$ cat config.mk
export PLATFORM = sky130hd
export DESIGN_NAME = fetch_unit
export DESIGN_NICKNAME = d
export VERILOG_FILES = /design/src/fetch_pkg.sv /design/src/fetch_if.sv /design/src/icache_mem_if.sv /design/src/fetch_buffer.sv /design/src/fetch_stage.sv /design/src/fetch_unit.sv /design/src/icache_ctrl.sv /design/src/icache_mem.sv
export SDC_FILE = /design/constraint.sdc
export NUM_CORES = 2
export LEC_CHECK = 0
export BUFFER_PORTS_ARGS = -buffer_cell sky130_fd_sc_hd__buf_2
export CAP_MARGIN = 20
export CORE_ASPECT_RATIO = 0.75
export CORE_MARGIN = 2
export CORE_UTILIZATION = 45
export DETAILED_ROUTE_END_ITERATION = 8
export PLACE_DENSITY = 0.69
export SLEW_MARGIN = 5
export SYNTH_ARGS = -nofsm -noshare
export SYNTH_HDL_FRONTEND = slang
export SYNTH_SLANG_ARGS = --single-unit
$ cat constraint.sdc
create_clock -name clock -period 33.3 [get_ports clock]
set_input_delay 3.33 -clock clock [delete_from_list [all_inputs] [get_ports clock]]
set_output_delay 3.33 -clock clock [all_outputs]
set_load 0.1 [all_outputs]
$ cat src/fetch_pkg.sv
package fetch_pkg;

  // Bus and datapath widths
  localparam int ADDR_W    = 64;
  localparam int DATA_W    = 64;
  localparam int INST_W    = 32;
  localparam int MEM_TAG_W = 4;

  // Direct-mapped I-cache geometry, 8-byte lines
  localparam int CACHE_LINES = 32;
  localparam int IDX_W       = 5;
  localparam int CACHE_TAG_W = 8;
  localparam int OFFSET_W    = 3;

  // Fetch buffer
  localparam int FB_DEPTH = 8;
  localparam int FB_PTR_W = 3;  // log2 of FB_DEPTH

  localparam logic [ADDR_W-1:0] RESET_PC = '0;

  // Memory bus commands
  typedef enum logic [1:0] {
    BUS_NONE = 2'd0,
    BUS_LOAD = 2'd1
  } bus_cmd_e;

  // I-cache controller
  typedef enum logic [1:0] {
    IDLE,
    WAIT_RESP,  // load on the bus until accepted
    WAIT_DATA   // waiting for matching data tag
  } ctrl_state_e;

endpackage

$ cat src/fetch_if.sv
interface fetch_if;

  logic                         valid;
  logic [fetch_pkg::ADDR_W-1:0] pc;
  logic [fetch_pkg::INST_W-1:0] ir;
  logic                         ready;  // Buffer not full

  modport src (
    output valid, pc, ir,
    input  ready
  );

  modport dst (
    input  valid, pc, ir,
    output ready
  );

endinterface

$ cat src/icache_mem_if.sv
interface icache_mem_if;

  // Lookup side
  logic [fetch_pkg::IDX_W-1:0]       rd_idx;
  logic [fetch_pkg::CACHE_TAG_W-1:0] rd_tag;
  logic [fetch_pkg::DATA_W-1:0]      rd_data;
  logic                              rd_hit;

  // Fill side
  logic                              wr_en;
  logic [fetch_pkg::IDX_W-1:0]       wr_idx;
  logic [fetch_pkg::CACHE_TAG_W-1:0] wr_tag;
  logic [fetch_pkg::DATA_W-1:0]      wr_data;

  modport ctrl (
    output rd_idx, rd_tag, wr_en, wr_idx, wr_tag, wr_data,
    input  rd_data, rd_hit
  );

  modport mem (
    input  rd_idx, rd_tag, wr_en, wr_idx, wr_tag, wr_data,
    output rd_data, rd_hit
  );

endinterface

$ cat src/fetch_buffer.sv
module fetch_buffer (
  input  logic                         clock,
  input  logic                         rst,
  input  logic                         redirect_en,
  input  logic                         inst_ready,
  output logic                         inst_valid,
  output logic [fetch_pkg::ADDR_W-1:0] inst_pc,
  output logic [fetch_pkg::INST_W-1:0] inst_ir,
  fetch_if.dst                         fi
);

  logic [fetch_pkg::ADDR_W-1:0] pc_q [fetch_pkg::FB_DEPTH];
  logic [fetch_pkg::INST_W-1:0] ir_q [fetch_pkg::FB_DEPTH];

  logic [fetch_pkg::FB_PTR_W-1:0] head;
  logic [fetch_pkg::FB_PTR_W-1:0] tail;
  logic [fetch_pkg::FB_PTR_W:0]   count;  // One extra bit for full
  logic                           push;
  logic                           pop;

  assign fi.ready   = (count != fetch_pkg::FB_DEPTH);
  assign inst_valid = (count != '0);
  assign inst_pc    = pc_q[head];
  assign inst_ir    = ir_q[head];

  assign push = fi.valid && fi.ready;
  assign pop  = inst_valid && inst_ready;

  always_ff @(posedge clock) begin
    if (rst || redirect_en) begin
      head  <= '0;
      tail  <= '0;
      count <= '0;
    end else begin
      if (push) tail <= tail + 1'b1;
      if (pop)  head <= head + 1'b1;
      case ({push, pop})
        2'b10:   count <= count + 1'b1;
        2'b01:   count <= count - 1'b1;
        default: count <= count;
      endcase
    end
  end

  always_ff @(posedge clock) begin
    if (push) begin
      pc_q[tail] <= fi.pc;
      ir_q[tail] <= fi.ir;
    end
  end

endmodule

$ cat src/fetch_stage.sv
module fetch_stage (
  input  logic                         clock,
  input  logic                         rst,
  input  logic                         redirect_en,
  input  logic [fetch_pkg::ADDR_W-1:0] redirect_pc,
  input  logic                         hit,
  input  logic [fetch_pkg::DATA_W-1:0] line,
  output logic [fetch_pkg::ADDR_W-1:0] fetch_pc,
  fetch_if.src                         fo
);

  logic [fetch_pkg::ADDR_W-1:0] pc;
  logic                         xfer;

  assign fetch_pc = pc;

  // Nothing goes out in a redirect cycle
  assign fo.valid = hit && !redirect_en;
  assign fo.pc    = pc;
  assign fo.ir    = pc[2] ? line[2*fetch_pkg::INST_W-1:fetch_pkg::INST_W]
                          : line[fetch_pkg::INST_W-1:0];

  assign xfer = fo.valid && fo.ready;

  always_ff @(posedge clock) begin
    if (rst) begin
      pc <= fetch_pkg::RESET_PC;
    end else if (redirect_en) begin
      pc <= redirect_pc;
    end else if (xfer) begin
      pc <= pc + 4;  // Scalar, next word
    end
  end

endmodule

$ cat src/fetch_unit.sv
module fetch_unit (
  input  logic                            clock,
  input  logic                            rst,
  input  logic [fetch_pkg::MEM_TAG_W-1:0] mem2proc_response,
  input  logic [fetch_pkg::DATA_W-1:0]    mem2proc_data,
  input  logic [fetch_pkg::MEM_TAG_W-1:0] mem2proc_tag,
  input  logic                            redirect_en,
  input  logic [fetch_pkg::ADDR_W-1:0]    redirect_pc,
  input  logic                            inst_ready,
  output fetch_pkg::bus_cmd_e             proc2mem_command,
  output logic [fetch_pkg::ADDR_W-1:0]    proc2mem_addr,
  output logic                            inst_valid,
  output logic [fetch_pkg::ADDR_W-1:0]    inst_pc,
  output logic [fetch_pkg::INST_W-1:0]    inst_ir
);

  logic [fetch_pkg::ADDR_W-1:0] fetch_pc;
  logic                         hit;
  logic [fetch_pkg::DATA_W-1:0] line;

  icache_mem_if cmem_bus ();
  fetch_if      fetch_bus ();

  icache_mem i_icache_mem (
    .clock (clock),
    .rst   (rst),
    .mem   (cmem_bus.mem)
  );

  icache_ctrl i_icache_ctrl (
    .clock             (clock),
    .rst               (rst),
    .fetch_pc          (fetch_pc),
    .mem2proc_response (mem2proc_response),
    .mem2proc_tag      (mem2proc_tag),
    .mem2proc_data     (mem2proc_data),
    .proc2mem_command  (proc2mem_command),
    .proc2mem_addr     (proc2mem_addr),
    .hit               (hit),
    .line              (line),
    .cmem              (cmem_bus.ctrl)
  );

  fetch_stage i_fetch_stage (
    .clock       (clock),
    .rst         (rst),
    .redirect_en (redirect_en),
    .redirect_pc (redirect_pc),
    .hit         (hit),
    .line        (line),
    .fetch_pc    (fetch_pc),
    .fo          (fetch_bus.src)
  );

  // Flushed on redirect
  fetch_buffer i_fetch_buffer (
    .clock       (clock),
    .rst         (rst),
    .redirect_en (redirect_en),
    .inst_ready  (inst_ready),
    .inst_valid  (inst_valid),
    .inst_pc     (inst_pc),
    .inst_ir     (inst_ir),
    .fi          (fetch_bus.dst)
  );

endmodule

$ cat src/icache_ctrl.sv
module icache_ctrl (
  input  logic                            clock,
  input  logic                            rst,
  input  logic [fetch_pkg::ADDR_W-1:0]    fetch_pc,
  input  logic [fetch_pkg::MEM_TAG_W-1:0] mem2proc_response,
  input  logic [fetch_pkg::MEM_TAG_W-1:0] mem2proc_tag,
  input  logic [fetch_pkg::DATA_W-1:0]    mem2proc_data,
  output fetch_pkg::bus_cmd_e             proc2mem_command,
  output logic [fetch_pkg::ADDR_W-1:0]    proc2mem_addr,
  output logic                            hit,
  output logic [fetch_pkg::DATA_W-1:0]    line,
  icache_mem_if.ctrl                      cmem
);

  fetch_pkg::ctrl_state_e state, state_next;

  logic [fetch_pkg::IDX_W-1:0]       miss_idx;
  logic [fetch_pkg::CACHE_TAG_W-1:0] miss_tag;
  logic [fetch_pkg::MEM_TAG_W-1:0]   req_tag;   // Tag the memory accepted the load under
  logic [fetch_pkg::ADDR_W-1:0]      miss_addr;
  logic                              accepted;
  logic                              data_back;

  // Address split for lookup
  assign cmem.rd_idx = fetch_pc[fetch_pkg::OFFSET_W +: fetch_pkg::IDX_W];
  assign cmem.rd_tag = fetch_pc[fetch_pkg::OFFSET_W + fetch_pkg::IDX_W +: fetch_pkg::CACHE_TAG_W];

  assign hit  = cmem.rd_hit;
  assign line = cmem.rd_data;

  // Line-aligned request address
  assign miss_addr = {
    {(fetch_pkg::ADDR_W - fetch_pkg::CACHE_TAG_W - fetch_pkg::IDX_W - fetch_pkg::OFFSET_W){1'b0}},
    miss_tag,
    miss_idx,
    {fetch_pkg::OFFSET_W{1'b0}}
  };

  assign accepted  = (state == fetch_pkg::WAIT_RESP) && (mem2proc_response != '0);
  assign data_back = (state == fetch_pkg::WAIT_DATA) && (mem2proc_tag == req_tag);

  assign proc2mem_command = (state == fetch_pkg::WAIT_RESP) ? fetch_pkg::BUS_LOAD
                                                            : fetch_pkg::BUS_NONE;
  assign proc2mem_addr    = (state == fetch_pkg::WAIT_RESP) ? miss_addr : '0;

  // Fill goes into the latched line, never the current PC
  assign cmem.wr_en   = data_back;
  assign cmem.wr_idx  = miss_idx;
  assign cmem.wr_tag  = miss_tag;
  assign cmem.wr_data = mem2proc_data;

  always_comb begin
    state_next = state;
    case (state)
      fetch_pkg::IDLE:      if (!cmem.rd_hit) state_next = fetch_pkg::WAIT_RESP;
      fetch_pkg::WAIT_RESP: if (accepted) state_next = fetch_pkg::WAIT_DATA;
      fetch_pkg::WAIT_DATA: if (data_back) state_next = fetch_pkg::IDLE;
      default:              state_next = fetch_pkg::IDLE;
    endcase
  end

  always_ff @(posedge clock) begin
    if (rst) begin
      state <= fetch_pkg::IDLE;
    end else begin
      state <= state_next;
    end
  end

  always_ff @(posedge clock) begin
    if (state == fetch_pkg::IDLE && !cmem.rd_hit) begin
      miss_idx <= cmem.rd_idx;
      miss_tag <= cmem.rd_tag;
    end
    if (accepted) begin
      req_tag <= mem2proc_response;
    end
  end

endmodule

$ cat src/icache_mem.sv
module icache_mem (
  input logic        clock,
  input logic        rst,
  icache_mem_if.mem  mem
);

  logic [fetch_pkg::DATA_W-1:0]      data_q [fetch_pkg::CACHE_LINES];
  logic [fetch_pkg::CACHE_TAG_W-1:0] tag_q  [fetch_pkg::CACHE_LINES];
  logic [fetch_pkg::CACHE_LINES-1:0] valid_q;

  // Combinational lookup
  assign mem.rd_data = data_q[mem.rd_idx];
  assign mem.rd_hit  = valid_q[mem.rd_idx] && (tag_q[mem.rd_idx] == mem.rd_tag);

  always_ff @(posedge clock) begin
    if (rst) begin
      valid_q <= '0;
    end else if (mem.wr_en) begin
      valid_q[mem.wr_idx] <= 1'b1;
    end
  end

  always_ff @(posedge clock) begin
    if (mem.wr_en) begin
      data_q[mem.wr_idx] <= mem.wr_data;
      tag_q[mem.wr_idx]  <= mem.wr_tag;
    end
  end

endmodule

# Word-level counts from Yosys, hierarchy flattened
# Memories as Yosys holds them, arrays and structs flattened. A register that Yosys moved wholly into a read port is not among the register bits.
# Cells that the tools add are included.
# word_totals
reg_bits	125
latchBits	0
ramBits	3072
mem_bits_ro	0
input_bits	140
word_cells	75
mem_count	4
# classes
add_sub_neg	5
mul	0
n_div	0
n_lt_le_gt_ge	3
eq_ne	10
shift	0
muxes	26
bitwise	1
reduce_logical	17
# memory_table
name	depth	word_bits	rd	rd_clocked_by_memory_dff	wr	line	text
i_icache_mem.data_q	32	64	1	1	1	icache_mem.sv:7	logic [fetch_pkg::DATA_W-1:0] data_q [fetch_pkg::CACHE_LINES];
i_fetch_buffer.pc_q	8	64	1	1	1	fetch_buffer.sv:12	logic [fetch_pkg::ADDR_W-1:0] pc_q [fetch_pkg::FB_DEPTH];
i_fetch_buffer.ir_q	8	32	1	1	1	fetch_buffer.sv:13	logic [fetch_pkg::INST_W-1:0] ir_q [fetch_pkg::FB_DEPTH];
i_icache_mem.tag_q	32	8	1	1	1	icache_mem.sv:8	logic [fetch_pkg::CACHE_TAG_W-1:0] tag_q [fetch_pkg::CACHE_LINES];
# ops
operator	n
$mux W64	2
$add A64 B3 Y64 const B	1
$mux W32	1
$or A32 B32 Y32	1
$mux W5	4
$mux W16	1
$lt A5 B6 Y1 const B	2
$mux W3	4
$eq A8 B8 Y1	1
$logic_and A1 B1 Y1	8
$pmux W4 S2	1
$reduce_bool A4 Y1	2
$mux W1	7
$add A3 B1 Y3 const B	2
$mux W2	3
$pmux W2 S3	1
$bmux W1 S5	1
$demux W1 S5	1
$ge A5 B1 Y1 const B	1
$add A4 B1 Y4 const B	1
$eq A2 B1 Y1 const B	2
$eq A2 B2 Y1 const B	2
$eq A4 B4 Y1	1
$ne A2 B2 Y1 const B	2
other kinds (8)	10

# Longest topological paths before layout
# depth
ltp_word	9
depth_mapped	19
depth_no_buf	14

# Modules after synthesis
# From an unflattened synthesis, not the netlist that was laid out.
# unflattened
hier_cells	5572
area_unflattened_um2	125148.8
# by_module_without_submodules
module	n_inst	cells_per_inst	area_per_inst_um2	seq_area_each_um2
icache_mem	1	3596	88816.4	69827.0
fetch_buffer	1	1187	29489.5	23322.4
fetch_stage	1	546	4615.7	1281.2
icache_ctrl	1	243	2227.1	550.5

# Worst setup path before layout
# Ideal clock, no wire load.
# synth_path
path_kind	input to register
from	input port redirect_en
to	memory i_fetch_buffer.ir_q[2][0] (netlist name) (enable)
setup_ns	0.821
arrival_ns	13.879
t_required_ns	32.479
setup_slack_ns	18.601
stages	4
n_path_buf	1
cell_sequence	nor2_1 -> nand3_1 -> clkbuf_1 -> nor4b_1
# synth_via
elab_chain_cells	5
# synth_lines
item	line	text
from (decl)	fetch_unit.sv:7	input logic redirect_en,
$logic_not A1 Y1	fetch_stage.sv:18	assign fo.valid = hit && !redirect_en;
$logic_and A1 B1 Y1	fetch_stage.sv:18	
$logic_and A1 B1 Y1	fetch_buffer.sv:26	assign push = fi.valid && fi.ready;
$mux W1	fetch_buffer.sv:46	if (push) begin
$mux W1 (implied by the code)	fetch_buffer.sv:48	ir_q[tail] <= fi.ir;
to (decl)	fetch_buffer.sv:13	
# No other way between the ends.

==> impl_metrics.csv <==
group,metric,value,unit
routing,route.detailed.wl_per_inst,31.0,um
synth,post_synth.cell_area_avg,23.0,um^2
pwr,vdd_drop_max,0.0000482,V
routing,dr.max_layer_used,"met5",
finish,filler_cell_count,20857,
routing,met1Wirelength,124000,um
worst_hold_path,hp-class,"flop to flop",
sta,setup_viol,0,
run_status,run_status,"complete, no violations",
routing,drt_drc_violations_left,0,
flow_run,cap_viol_max_count,0,
place,place_hpwl,166000,um
sta,timing_max_transition_violations_final,0,
sta,hold_slack,471,ps
clock_tree,numCtsBuffers,299,
finish,multi_input_comb_area,26800,um^2
critical_path,slowest_stage,"sky130_fd_sc_hd__dfxtp_4",
synth,ys_types,63,
grt,number_of_global_route_vias_before_repair,57973,
place,routabilityCongestion,0.808,
critical_path,worstPathCellList,"buf_12 -> mux4_2 -> mux2_2 -> buf_2",
clock_tree,number_of_buffers_inserted_for_hold_repair_after_clock_tree_synthesis,0,
critical_path,crit_type,"flop to primary output",
grt,grt_first_pass_wirelength,425000,um
clock_tree,cts_tree,"done",
grt,grt_antenna_before_repair,42,
clock_tree,cts_buffer_depth,4,
place,place_area,129000,um^2
grt,gr-usage-all-layers,21.2,%
sta,setup_repair_after_global_routing_missed_its_margin,"false",
floorplan,io_pins,303,
routing,vias,58558,
finish,seq_area,95100,um^2
clock_tree,cts.repair_timing.setup_buffer_count,0,
critical_path,timing.critical_path.to_type,"primary output",
floorplan,core_area,272000,um^2
finish,final-instance-count-excl-fill,9582,
critical_path,critical_path_peak_fanout,120,
routing,antenna_violating_nets_remaining,0,
place,dp_cells,9036,
clock_tree,ctsRootBufferMaster,"sky130_fd_sc_hd__clkbuf_16",
synth,seq_total_area_yosys,77.4,%
floorplan,die_w,608,um
pwr,fin_total_pwr,8.21,mW
clock_tree,cts.clk_slew.worst_paths,60,ps
critical_path,crit_path_max_incr_delay,740,ps
pwr,power.density_cell_area,59.3,nW/um^2
grt,grt_overflow_total,0,
clock_tree,latest_clock_arrival_within_the_worst_skew_pair,870,ps
critical_path,critical_path_required,29970,ps
finish,final_layout_size_suffix_gt1_share,31.3,%
synth,asyncSetResetFlopFracSynth,0,%
routing,firstDrtPassIters,5,
grt,grt_max_degree,129,
floorplan,start_util,45.1,%
routing,detailroute.wirelength.met2,136000,um
critical_path,timing.critical_path.from_type,"flop",
clock_tree,cts.htree.levels,5,
synth,synth_edf_count,3089,
sta,max_clock_freq,0.138,GHz
sta,timing.final.crit_period,7230,ps
routing,met3_wirelength,29900,um
finish,syn2layout_area_growth,12.6,%
routing,iteration_0_drc_markers,7860,
synth,synth-warning-count,0,
synth,postSynthRegisterBits,3205,
synth,syn_inst,5335,
routing,route.detailed.vias_per_inst,6.11,
critical_path,cp_data_arrival_time,3900,ps
sta,fin_setup_tns,0,ps
finish,post-route-cell-area,138000,um^2
sta,maxSlewHeadroom,20.7,%
floorplan,cell_rows,166,
floorplan,die-height,457,um
sta,timing.final.crit_share,21.7,%
sta,fin_worst_skew,69.7,ps
pwr,power_leakage,41.8,nW
synth,ys_dominant_reg_cell,"sky130_fd_sc_hd__edfxtp_1",
clock_tree,cts_num_sinks,3205,
place,io_buffers,250,
clock_tree,cts_repair_resize_count,0,
sta,final_hold_viol_count,0,
routing,routed_wl,297000,um
sta,worst-slew-pin-transition,1190,ps
finish,nets,5880,
synth,syn-cell-area,123000,um^2
floorplan,design.die.area,277000,um^2
## synthesized netlist by cell type, types with 11 or more instances
master                     instances  share of area, %
sky130_fd_sc_hd__and2_1           23              0.12
sky130_fd_sc_hd__nor2b_1          11             0.056
sky130_fd_sc_hd__xnor2_1          12             0.086
sky130_fd_sc_hd__dfxtp_1         116               1.9
sky130_fd_sc_hd__nand2_1         124              0.38
sky130_fd_sc_hd__nor2_1          119              0.36
sky130_fd_sc_hd__mux2i_1          82              0.67
sky130_fd_sc_hd__inv_1            13             0.040
sky130_fd_sc_hd__a21oi_1          17             0.069
sky130_fd_sc_hd__buf_2            30              0.12
sky130_fd_sc_hd__o21ai_0          12             0.049
sky130_fd_sc_hd__nand4_1          19             0.097
sky130_fd_sc_hd__nand3_1          48              0.20
sky130_fd_sc_hd__a22oi_1          23              0.14
sky130_fd_sc_hd__buf_4            54              0.33
sky130_fd_sc_hd__or4_1            15             0.092
sky130_fd_sc_hd__xor2_1           13             0.093
sky130_fd_sc_hd__nand3b_1         14             0.086
sky130_fd_sc_hd__mux4_2          900                16
sky130_fd_sc_hd__or3_1            37              0.19
sky130_fd_sc_hd__a31oi_1          45              0.23
sky130_fd_sc_hd__and3_1           19             0.097
sky130_fd_sc_hd__o311ai_0         17              0.12
sky130_fd_sc_hd__clkbuf_1        186              0.57
sky130_fd_sc_hd__edfxtp_1       3089                75
sky130_fd_sc_hd__buf_1            60              0.18
sky130_fd_sc_hd__mux2_2          107              0.98
sky130_fd_sc_hd__o211ai_1         43              0.26
## kinds of logic (layout without fill, tap and decap cells)
| logic type | after synthesis | after routing | synth area share [%] |
|---|---|---|---|
| AO/OA/AOI/OAI | 193 | 193 | 1.12 |
| multiplexers | 1089 | 1089 | 18.1 |
| AND/OR/NAND/NOR | 466 | 466 | 1.87 |
| buffers and inverters | 350 | 931 | 1.28 |
| flip-flops | 3205 | 3205 | 77.4 |
| XOR/XNOR | 25 | 25 | 0.178 |
| other | 1 | 55 | 0.00305 |
| adder cells (fa/ha/maj) | 6 | 6 | 0.0611 |
## critical path, delay by kind of cell, from the launching register on
kind	cells	cell delay [ps]
buffers and inverters	2	990
muxes	2	970
DFF	1	740
## final cells by class
class | count | area share (%)
diodes | 3 | 0.00542
clock buffers | 374 | 5.75
clock inverters | 160 | 1.09
inverters | 15 | 0.0407
multi-input cells | 1831 | 19.3
flip-flops and latches | 3205 | 68.7
well taps | 3612 | 3.27
repair buffers | 382 | 1.78
## per-stage QoR
| stage | worst slack (ps) | utilization (%) |
|---|---|---|
| global route | 25780 | 50.8 |
| floorplan | 18600 | - |
| CTS | 26050 | 50.8 |
| finish | 26070 | 50.8 |
| detailed placement | 25700 | 47.3 |
| global placement | 25640 | 47.3 |
## per-layer routing
metal  vias up  track usage, %
met5         -               0
met4        16            4.61
met3       458            4.29
met2      3112            32.0
met1     31553            32.2
li1      23419               -
## report_power, final
| group | switching [mW] | internal [mW] | leakage, nW | total [mW] |
|---|---|---|---|---|
| logic | 0.254 | 0.136 | 8.50 | 0.390 |
| registers | 0.0304 | 4.45 | 28.7 | 4.48 |
| clock network | 1.46 | 1.88 | 4.60 | 3.34 |
## flip-flops by register name, summed over array words and instances (netlist names), named ones only
| register | count |
|---|---|
| i_fetch_buffer.ir_q | 256 |
| i_fetch_buffer.count | 4 |
| i_icache_mem.tag_q | 256 |
| i_icache_mem.valid_q | 32 |
| i_icache_mem.data_q | 2048 |
| i_icache_ctrl.cmem.wr_idx | 5 |
| i_icache_ctrl.req_tag | 4 |
| i_fetch_buffer.tail | 3 |
| i_icache_ctrl.cmem.wr_tag | 8 |
| i_fetch_buffer.pc_q | 512 |
| i_icache_ctrl.state | 2 |
| i_fetch_buffer.head | 3 |
| i_fetch_stage.fetch_pc | 64 |
## worst paths after layout
kind / start / to / slack (ps) / cells past startpoint
worst max-delay path: flop / inst_pc[49] / 26070 / 4
worst min-delay path: i_icache_mem.valid_q[10] / i_icache_mem.valid_q[10] / 470 / 2
worst max register to register: flop / i_fetch_buffer.ir_q[4][28] / 26780 / 12
worst min register to register: i_icache_mem.valid_q[10] / i_icache_mem.valid_q[10] / 470 / 2
## placed cells by master (no fill, tap or decap), drive strengths merged, types with 19 or more instances in the layout
cell | synthesis | final
dfxtp | 116 | 116
nand2 | 124 | 124
a31oi | 45 | 45
and2 | 23 | 23
o211ai | 43 | 43
a22oi | 23 | 23
nor2 | 119 | 119
mux2 | 107 | 107
and3 | 19 | 19
conb | 1 | 52
bufinv | 0 | 23
nand4 | 19 | 19
inv | 13 | 26
or3 | 37 | 37
clkinv | 2 | 111
nand3 | 48 | 48
mux2i | 82 | 82
clkbuf | 189 | 374
mux4 | 900 | 900
buf | 146 | 382
edfxtp | 3089 | 3089
Note: power is estimated with default switching activity, not from simulation.
